<file path="config.mk">
export PLATFORM = sky130hd
export DESIGN_NAME = ps2_keyboard_top
export DESIGN_NICKNAME = d
export VERILOG_FILES = /design/src/ps2_keyboard_pkg.sv /design/src/key_command_map.sv /design/src/key_state_tracker.sv /design/src/ps2_frame_receiver.sv /design/src/ps2_keyboard_top.sv
export VERILOG_INCLUDE_DIRS = /design/src /design/src/src
export SDC_FILE = /design/constraint.sdc
export NUM_CORES = 1
export LEC_CHECK = 0
export BUFFER_PORTS_ARGS = -buffer_cell sky130_fd_sc_hd__buf_2
export CORE_MARGIN = 2
export CORE_UTILIZATION = 47
export CTS_CLUSTER_SIZE = 8
export DETAILED_ROUTE_END_ITERATION = 8
export PLACE_DENSITY = 0.66
export SYNTH_ARGS = -nofsm -noshare
export SYNTH_HDL_FRONTEND = slang
export SYNTH_SLANG_ARGS = --single-unit
export TNS_END_PERCENT = 100
</file>
<file path="constraint.sdc">
create_clock -name clk -period 3 [get_ports clk]
set_input_delay 0.3 -clock clk [delete_from_list [all_inputs] [get_ports clk]]
set_output_delay 0.3 -clock clk [all_outputs]
set_load 0.02 [all_outputs]
</file>
<file path="src/ps2_keyboard_cfg.svh">
// timing values assume a clk much faster than the ps2c line, about 50 MHz against 10 to 17 kHz
`ifndef PS2_KEYBOARD_CFG_SVH
`define PS2_KEYBOARD_CFG_SVH

// receiver
`define PS2_FILTER_LEN 8      // equal ps2c samples before the filtered clock flips
`define PS2_FRAME_BITS 10     // edges after start: 8 data, parity, stop

// special scan codes
`define PS2_BREAK_CODE 8'hf0  // key released prefix
`define PS2_LSHIFT_CODE 8'h12 // left shift
`define PS2_RSHIFT_CODE 8'h59 // right shift
`define PS2_CAPS_CODE 8'h58   // caps lock

// caps lock tracking
// a caps press and release gives caps, f0, caps
// so three caps codes are counted before lowercase again
`define PS2_CAPS_RELEASES 3   // caps counter reload



`endif

</file>
<file path="src/ps2_keyboard_pkg.sv">
// types only and widths here must agree with the define values in the config header
`default_nettype none

package ps2_keyboard_pkg;

	typedef logic [7:0] scan_code_t;   // one keyboard scan code
	typedef logic [3:0] bit_count_t;   // frame bits still to sample
	typedef logic [1:0] caps_count_t;  // caps codes left before lowercase
	typedef logic [3:0] ship_cmd_t;    // ship command, 0 is none
	typedef logic [6:0] seg_t;         // seven segment, active low

	// frame receiver FSM
	typedef enum logic
	{
		rx_idle,                   // waiting for start bit edge
		rx_shift                   // sampling data, parity, stop
	} rx_state_t;

	// key state tracker FSM
	typedef enum logic [2:0]
	{
		st_lower,                  // plain keys, lowercase
		st_skip_break,             // drop the code after f0
		st_shift,                  // shift held
		st_shift_break,            // f0 seen while shifted
		st_caps,                   // caps lock active
		st_caps_break              // f0 seen in caps mode
	} key_state_t;



endpackage

`default_nettype wire

</file>
<file path="src/key_command_map.sv">
// command holds until the next accepted code and any unlisted code clears it to none
`timescale 1ns/1ps
`default_nettype none

module key_command_map
(
	input wire clk,
	input wire reset,
	input wire code_ready,                            // sample scan_code this cycle
	input wire ps2_keyboard_pkg::scan_code_t scan_code,
	output ps2_keyboard_pkg::ship_cmd_t ship_control, // latched command
	output ps2_keyboard_pkg::seg_t hex0               // pattern, active low
);
	import ps2_keyboard_pkg::*;

	ship_cmd_t cmd_next;                              // command for the incoming code

	always_comb
	begin
		case (scan_code)
			8'h1c: cmd_next = 4'd1;           // a
			8'h23: cmd_next = 4'd2;           // d
			8'h1b: cmd_next = 4'd3;           // s
			8'h1d: cmd_next = 4'd4;           // w
			8'h29: cmd_next = 4'd5;           // space
			8'h75: cmd_next = 4'd6;           // up arrow
			8'h6b: cmd_next = 4'd7;           // left arrow
			8'h72: cmd_next = 4'd8;           // down arrow
			8'h74: cmd_next = 4'd9;           // right arrow
			default: cmd_next = 4'd0;         // none
		endcase
	end

	always_ff @(posedge clk or posedge reset)
	begin
		if (reset)
			ship_control <= '0;
		else if (code_ready)
			ship_control <= cmd_next;
	end

	// arrows share the none pattern
	always_comb
	begin
		case (ship_control)
			4'd1: hex0 = 7'h5f;               // left
			4'd2: hex0 = 7'h7d;               // right
			4'd3: hex0 = 7'h3f;               // down
			4'd4: hex0 = 7'h7e;               // up
			4'd5: hex0 = 7'h77;               // fire
			default: hex0 = 7'h6b;            // idle pattern
		endcase
	end
endmodule

`default_nettype wire

</file>
<file path="src/key_state_tracker.sv">
// one pulse per code with no back-pressure and caps mode ends a cycle after the third caps code
`timescale 1ns/1ps
`default_nettype none
`include "ps2_keyboard_cfg.svh"

module key_state_tracker
(
	input wire clk,
	input wire reset,
	input wire frame_done,                            // new code from the receiver
	input wire ps2_keyboard_pkg::scan_code_t frame_data,
	output logic code_ready,                          // one cycle pulse per accepted make code
	output logic letter_case,                         // 1 for uppercase
	output ps2_keyboard_pkg::scan_code_t scan_code
);
	import ps2_keyboard_pkg::*;

	key_state_t state_reg;
	key_state_t state_next;
	scan_code_t shift_type_reg;                       // which shift key went down
	scan_code_t shift_type_next;
	caps_count_t caps_num_reg;                        // caps codes left to see
	caps_count_t caps_num_next;
	logic is_shift;                                   // either shift code
	logic is_caps;
	logic is_break;

	assign is_shift = (frame_data == `PS2_LSHIFT_CODE) || (frame_data == `PS2_RSHIFT_CODE);
	assign is_caps = (frame_data == `PS2_CAPS_CODE);
	assign is_break = (frame_data == `PS2_BREAK_CODE);

	always_ff @(posedge clk or posedge reset)
	begin
		if (reset)
		begin
			state_reg <= st_lower;
			shift_type_reg <= '0;
			caps_num_reg <= '0;
		end
		else
		begin
			state_reg <= state_next;
			shift_type_reg <= shift_type_next;
			caps_num_reg <= caps_num_next;
		end
	end

	always_comb
	begin
		state_next = state_reg;                   // hold unless a code moves us
		shift_type_next = shift_type_reg;
		caps_num_next = caps_num_reg;
		code_ready = 1'b0;
		case (state_reg)
			st_lower:
			begin
				if (frame_done)
				begin
					if (is_shift)
					begin
						shift_type_next = frame_data; // remember for release
						state_next = st_shift;
					end
					else if (is_caps)
					begin
						caps_num_next = caps_count_t'(`PS2_CAPS_RELEASES);
						state_next = st_caps;
					end
					else if (is_break)
						state_next = st_skip_break;
					else
						code_ready = 1'b1; // plain make code
				end
			end
			st_skip_break:
			begin
				if (frame_done)           // released key code dropped
					state_next = st_lower;
			end
			st_shift:
			begin
				if (frame_done)
				begin
					if (is_break)
						state_next = st_shift_break;
					else if (!is_shift && !is_caps)
						code_ready = 1'b1; // shifted make code
				end
			end
			st_shift_break:
			begin
				if (frame_done)
				begin
					if (frame_data == shift_type_reg)
						state_next = st_lower; // shift released
					else
						state_next = st_shift; // other key released
				end
			end
			st_caps:
			begin
				if (caps_num_reg == '0)   // third caps code seen
					state_next = st_lower;
				if (frame_done)           // a code here still wins over the exit
				begin
					if (is_caps)
						caps_num_next = caps_num_reg - 1'b1;
					else if (is_break)
						state_next = st_caps_break;
					else if (!is_shift)
						code_ready = 1'b1;
				end
			end
			st_caps_break:
			begin
				if (frame_done)
				begin
					if (is_caps)      // caps key release counts too
						caps_num_next = caps_num_reg - 1'b1;
					state_next = st_caps;
				end
			end
			default:
				state_next = st_lower;    // unused encodings
		endcase
	end

	assign letter_case = (state_reg == st_shift) || (state_reg == st_caps); // not in break states
	assign scan_code = frame_data;                    // valid with code_ready only
endmodule

`default_nettype wire

</file>
<file path="src/ps2_frame_receiver.sv">
// ps2c only passes the glitch filter and parity and stop bits are shifted in but never checked
`timescale 1ns/1ps
`default_nettype none
`include "ps2_keyboard_cfg.svh"

module ps2_frame_receiver
#(
	parameter int filter_len = `PS2_FILTER_LEN        // samples needed to flip the clock level
)
(
	input wire clk,
	input wire reset,
	input wire ps2c,                                  // keyboard clock, async to clk
	input wire ps2d,                                  // keyboard data, async to clk
	output logic frame_done,                          // one cycle, frame_data valid
	output ps2_keyboard_pkg::scan_code_t frame_data   // received data byte
);
	import ps2_keyboard_pkg::*;

	logic [filter_len-1:0] filter_reg;                // ps2c sample history
	logic [filter_len-1:0] filter_next;
	logic f_val_reg;                                  // filtered ps2c level
	logic f_val_next;
	logic neg_edge;                                   // filtered clock falls this cycle
	rx_state_t state_reg;
	rx_state_t state_next;
	bit_count_t n_reg;                                // bits still to sample
	bit_count_t n_next;
	logic [`PS2_FRAME_BITS:0] d_reg;                  // frame shift register
	logic [`PS2_FRAME_BITS:0] d_next;

	assign filter_next = {ps2c, filter_reg[filter_len-1:1]}; // newest sample at msb

	// level changes only once the whole window agrees
	assign f_val_next = (filter_reg == '1) ? 1'b1 :
			(filter_reg == '0) ? 1'b0 :
			f_val_reg;                        // mixed window, hold

	assign neg_edge = f_val_reg & ~f_val_next;        // high now, low next

	always_ff @(posedge clk or posedge reset)
	begin
		if (reset)
		begin
			filter_reg <= '0;
			f_val_reg <= 1'b0;                // idle line pulls it high after filter_len cycles
		end
		else
		begin
			filter_reg <= filter_next;
			f_val_reg <= f_val_next;
		end
	end

	always_ff @(posedge clk or posedge reset)
	begin
		if (reset)
		begin
			state_reg <= rx_idle;
			n_reg <= '0;
			d_reg <= '0;                      // scan_code reads 0 after reset
		end
		else
		begin
			state_reg <= state_next;
			n_reg <= n_next;
			d_reg <= d_next;
		end
	end

	always_comb
	begin
		state_next = state_reg;                   // defaults hold everything
		n_next = n_reg;
		d_next = d_reg;
		frame_done = 1'b0;
		case (state_reg)
			rx_idle:
			begin
				if (neg_edge)             // start bit edge, ps2d not kept
				begin
					n_next = bit_count_t'(`PS2_FRAME_BITS);
					state_next = rx_shift;
				end
			end
			rx_shift:
			begin
				if (neg_edge)
				begin
					d_next = {ps2d, d_reg[`PS2_FRAME_BITS:1]}; // lsb first, shift right
					n_next = n_reg - 1'b1;
				end
				if (n_reg == '0)          // stop bit sampled last cycle
				begin
					frame_done = 1'b1;
					state_next = rx_idle;
				end
			end
		endcase
	end

	assign frame_data = d_reg[8:1];                   // bit 0 stale, 9 parity, 10 stop
endmodule

`default_nettype wire

</file>
<file path="src/ps2_keyboard_top.sv">
// ps2c and ps2d go straight into the receiver filter and reset is asynchronous active high
`timescale 1ns/1ps
`default_nettype none

module ps2_keyboard_top
(
	input wire clk,
	input wire reset,
	input wire ps2c,                                  // keyboard clock line
	input wire ps2d,                                  // keyboard data line
	output ps2_keyboard_pkg::scan_code_t scan_code,   // valid with scan_code_ready
	output logic scan_code_ready,                     // one cycle per accepted make code
	output logic letter_case,                         // shift or caps active
	output ps2_keyboard_pkg::ship_cmd_t ship_control,
	output ps2_keyboard_pkg::seg_t hex0
);
	import ps2_keyboard_pkg::*;

	logic frame_done;                                 // receiver to tracker pulse
	scan_code_t frame_data;

	ps2_frame_receiver rx0 (
		.clk(clk),
		.reset(reset),
		.ps2c(ps2c),
		.ps2d(ps2d),
		.frame_done(frame_done),
		.frame_data(frame_data)
	);

	key_state_tracker trk0 (
		.clk(clk),
		.reset(reset),
		.frame_done(frame_done),
		.frame_data(frame_data),
		.code_ready(scan_code_ready),
		.letter_case(letter_case),
		.scan_code(scan_code)
	);

	key_command_map map0 (
		.clk(clk),
		.reset(reset),
		.code_ready(scan_code_ready),
		.scan_code(scan_code),
		.ship_control(ship_control),
		.hex0(hex0)
	);
endmodule

`default_nettype wire
</file>
==> qor.yml <==
outcome:
  status: "finished clean"
yosys:
  synth_flop_cell: "dfrtp_1"
  synth_cell_type_count: 49
  yosysWarnings: 0
  ys_seq_elements: 41
  synth-edff-count: 0
  syn_area_um2: 2235
  synth-async-reset-ratio_pct: 100.0
  syn_nets: 213
  synthCells: 207
  syn_area_per_cell_um2: 10.80
  yosysSeqAreaShare_pct: 45.91
sta:
  worstMarginPinSlew_ns: 0.6900
  setup_ws_ns: 0.5903
  slew-limit-headroom_pct: 53.37
  slew_viol_final: 0
  grt_setup_unrepaired: "false"
  report.final.hold_viol_count: 0
  fin_worst_skew_ns: 0.006440
  fin_crit_ns: 2.410
  finalSetupViolations: 0
  fmax_mhz: 415.0
  setup_tns_ns: 0
  fin_crit_sh_pct: 80.32
setup_path:
  crit_start: "rx0.d_reg[2]"
  cp.depth: 5
  r2r_end: "trk0.state_reg[2]"
  end_kind: "primary output"
  slowest_delay_ns: 0.62
  path_max_fanout: 14
  slowest_stage: "dfrtp_1"
  cp_cell_sequence: "nor4b_1, nor2_1, o2111ai_2, inv_1, buf_2"
  path_buf_inv: 2
  rr_worst_depth: 4
  r2r_start: "rx0.d_reg[4]"
  critPathCapture: "scan_code_ready"
  cp-start-kind: "flop"
  crit_arrival_ns: 2.11
  cp.required_ns: 2.70
  path_class: "flop to primary output"
  critPathTopFamily: "simple AND/OR/NAND/NOR gates"
  regToRegSetupSlack_ns: 0.86
final_layout:
  nets: 224
  antenna_cells: 0
  layout_commonest_cell: "dfrtp_1"
  instances_no_fill: 272
  largest_reg_flops: 10
  drive_above_1_share_pct: 26.61
  synthToLayoutAreaGrowth_pct: 7.559
  layout_common_cells: "dfrtp_1, buf_2, mux2_2"
  stdcell_area_um2: 2404
clock_tree:
  cts_made_buffers: 5
  cts_resized: 0
  clk_path_buf_depth: 2
  cts_hold_buffers: 0
  insertion_delay_ns: 0.29
  clock-root-buffer: "clkbuf_8"
  path_clk_slew_ns: 0.08
  cts_tree: "built"
  htreeDepth: 2
  postCtsSetupBuffers: 0
  cts_sinks: 41
placed_design:
  io_buffers: 24
  placed_cells: 265
  place_area_um2: 2300
  gp_congestion: 0.7712
  dpl.hpwl_um: 2695
  place_ws_ns: 0.9387
power_and_ir_drop:
  clockPowerShare_pct: 41.7
  power.internal_mw: 0.8094
  comb_power_share_pct: 2.4
  ir_worst_vdd_uv: 310.6
  power.switching_mw: 0.2043
  p_sw_share_pct: 20.15
  p_leak_nw: 1.126
  p_seq_share_pct: 55.9
  power.density_nw_per_um2: 421.7
hold_path:
  hold_class: "input pin to async pin"
detailed_routing:
  drt_iter0_markers: 83
  vias: 1511
  wl_per_cell_um: 14.57
  drt-total-wl_um: 3962
  drc: 0
  dr.pass1.iters: 4
  antenna_left: 0
  routed_via_density: 5.555
floorplanning:
  core_area_um2: 4661
  die_h_um: 72.96
  pin_count: 25
  dieArea_um2: 5322
  start_util_pct: 47.95
  std_cell_rows: 25
  die_width_um: 72.96
grt:
  grt_max_degree: 42
  grt_usage_pct: 16.63
  grt_overflow_total: 0
  grt_pass1_wl_um: 6831
  grt_antenna_before_repair: 0
  first_global_vias: 1401
run:
  cap_violations: 0
-- Yosys cell counts (all sizes together), types with 3 or more instances --
| master | n | area (µm²) |
|---|---|---|
| nor2 | 11 | 41.29 |
| clkbuf | 5 | 18.77 |
| nor3 | 3 | 37.53 |
| nor4bb | 4 | 40.04 |
| mux2 | 18 | 217.7 |
| and2 | 4 | 25.02 |
| nand4 | 5 | 31.28 |
| nor2b | 7 | 43.79 |
| nand2 | 12 | 52.55 |
| a31oi | 4 | 25.02 |
| dfrtp | 41 | 1026 |
| inv | 10 | 37.54 |
| a21oi | 6 | 30.03 |
| buf | 16 | 111.4 |
| o21ai | 7 | 35.03 |
| xnor2 | 9 | 78.83 |
| nor3b | 3 | 22.52 |
| nand2b | 6 | 37.54 |
-- worst min path at each step --
stage                                 endpoint  depth (start not counted)              start
after global routing         rx0.filter_reg[7]                          1               ps2c
after floorplan              rx0.filter_reg[7]                          0               ps2c
after global placement       rx0.filter_reg[4]                          0  rx0.filter_reg[5]
after detailed placement     rx0.filter_reg[2]                          0  rx0.filter_reg[3]
final                     trk0.caps_num_reg[1]                          3              reset
after CTS                    rx0.filter_reg[7]                          1               ps2c
-- layer usage --
metal  wire (µm)  track usage, %
met5           0               0
met1        1974           23.55
met3         133           3.867
met4          54           5.967
met2        1799           25.05
-- metrics by stage --
stage	util (%)	total power, mW	hold WS [ns]
after floorplan	-	0.5935	0.3314
after global placement	49.34	0.6018	0.3799
after detailed placement	49.34	0.6028	0.3823
after CTS	51.57	1.029	0.1209
after global routing	51.57	1.063	0.1106
final	51.57	1.014	0.1264
-- tightest hold or removal path, stage by stage --
cell and delay [ns]:
buf_2 0.09, inv_1 0.04, buf_4 0.43
-- cell families after synthesis --
kind of cell             after synthesis  share of synthesized area [%]
AND/OR/NAND/NOR                       71                          21.50
multiplexers                          18                          9.742
flip-flops                            41                          45.91
XOR/XNOR                              11                          4.312
adder cells (fa/ha/maj)                2                          1.120
buffers and inverters                 31                          7.503
AO/OA/AOI/OAI                         33                          9.910
-- power by group through the flow --
stage               clock, mW  combinational (mW)  sequential (mW)
floorplan                   0              0.0180            0.575
global placement            0              0.0246            0.577
detailed placement          0              0.0251            0.578
CTS                     0.437              0.0252            0.567
global route            0.466              0.0289            0.568
finish                  0.423              0.0240            0.567
-- cell type report --
type	instances	area (µm²)
well taps	54	67.56
inverters	10	37.54
clock inverters	2	35.03
flip-flops and latches	41	1026
multi-input cells	135	1041
fillers	420	2257
repair buffers	25	127.6
clock buffers	5	68.82
Power figures use the tool's default switching activity.
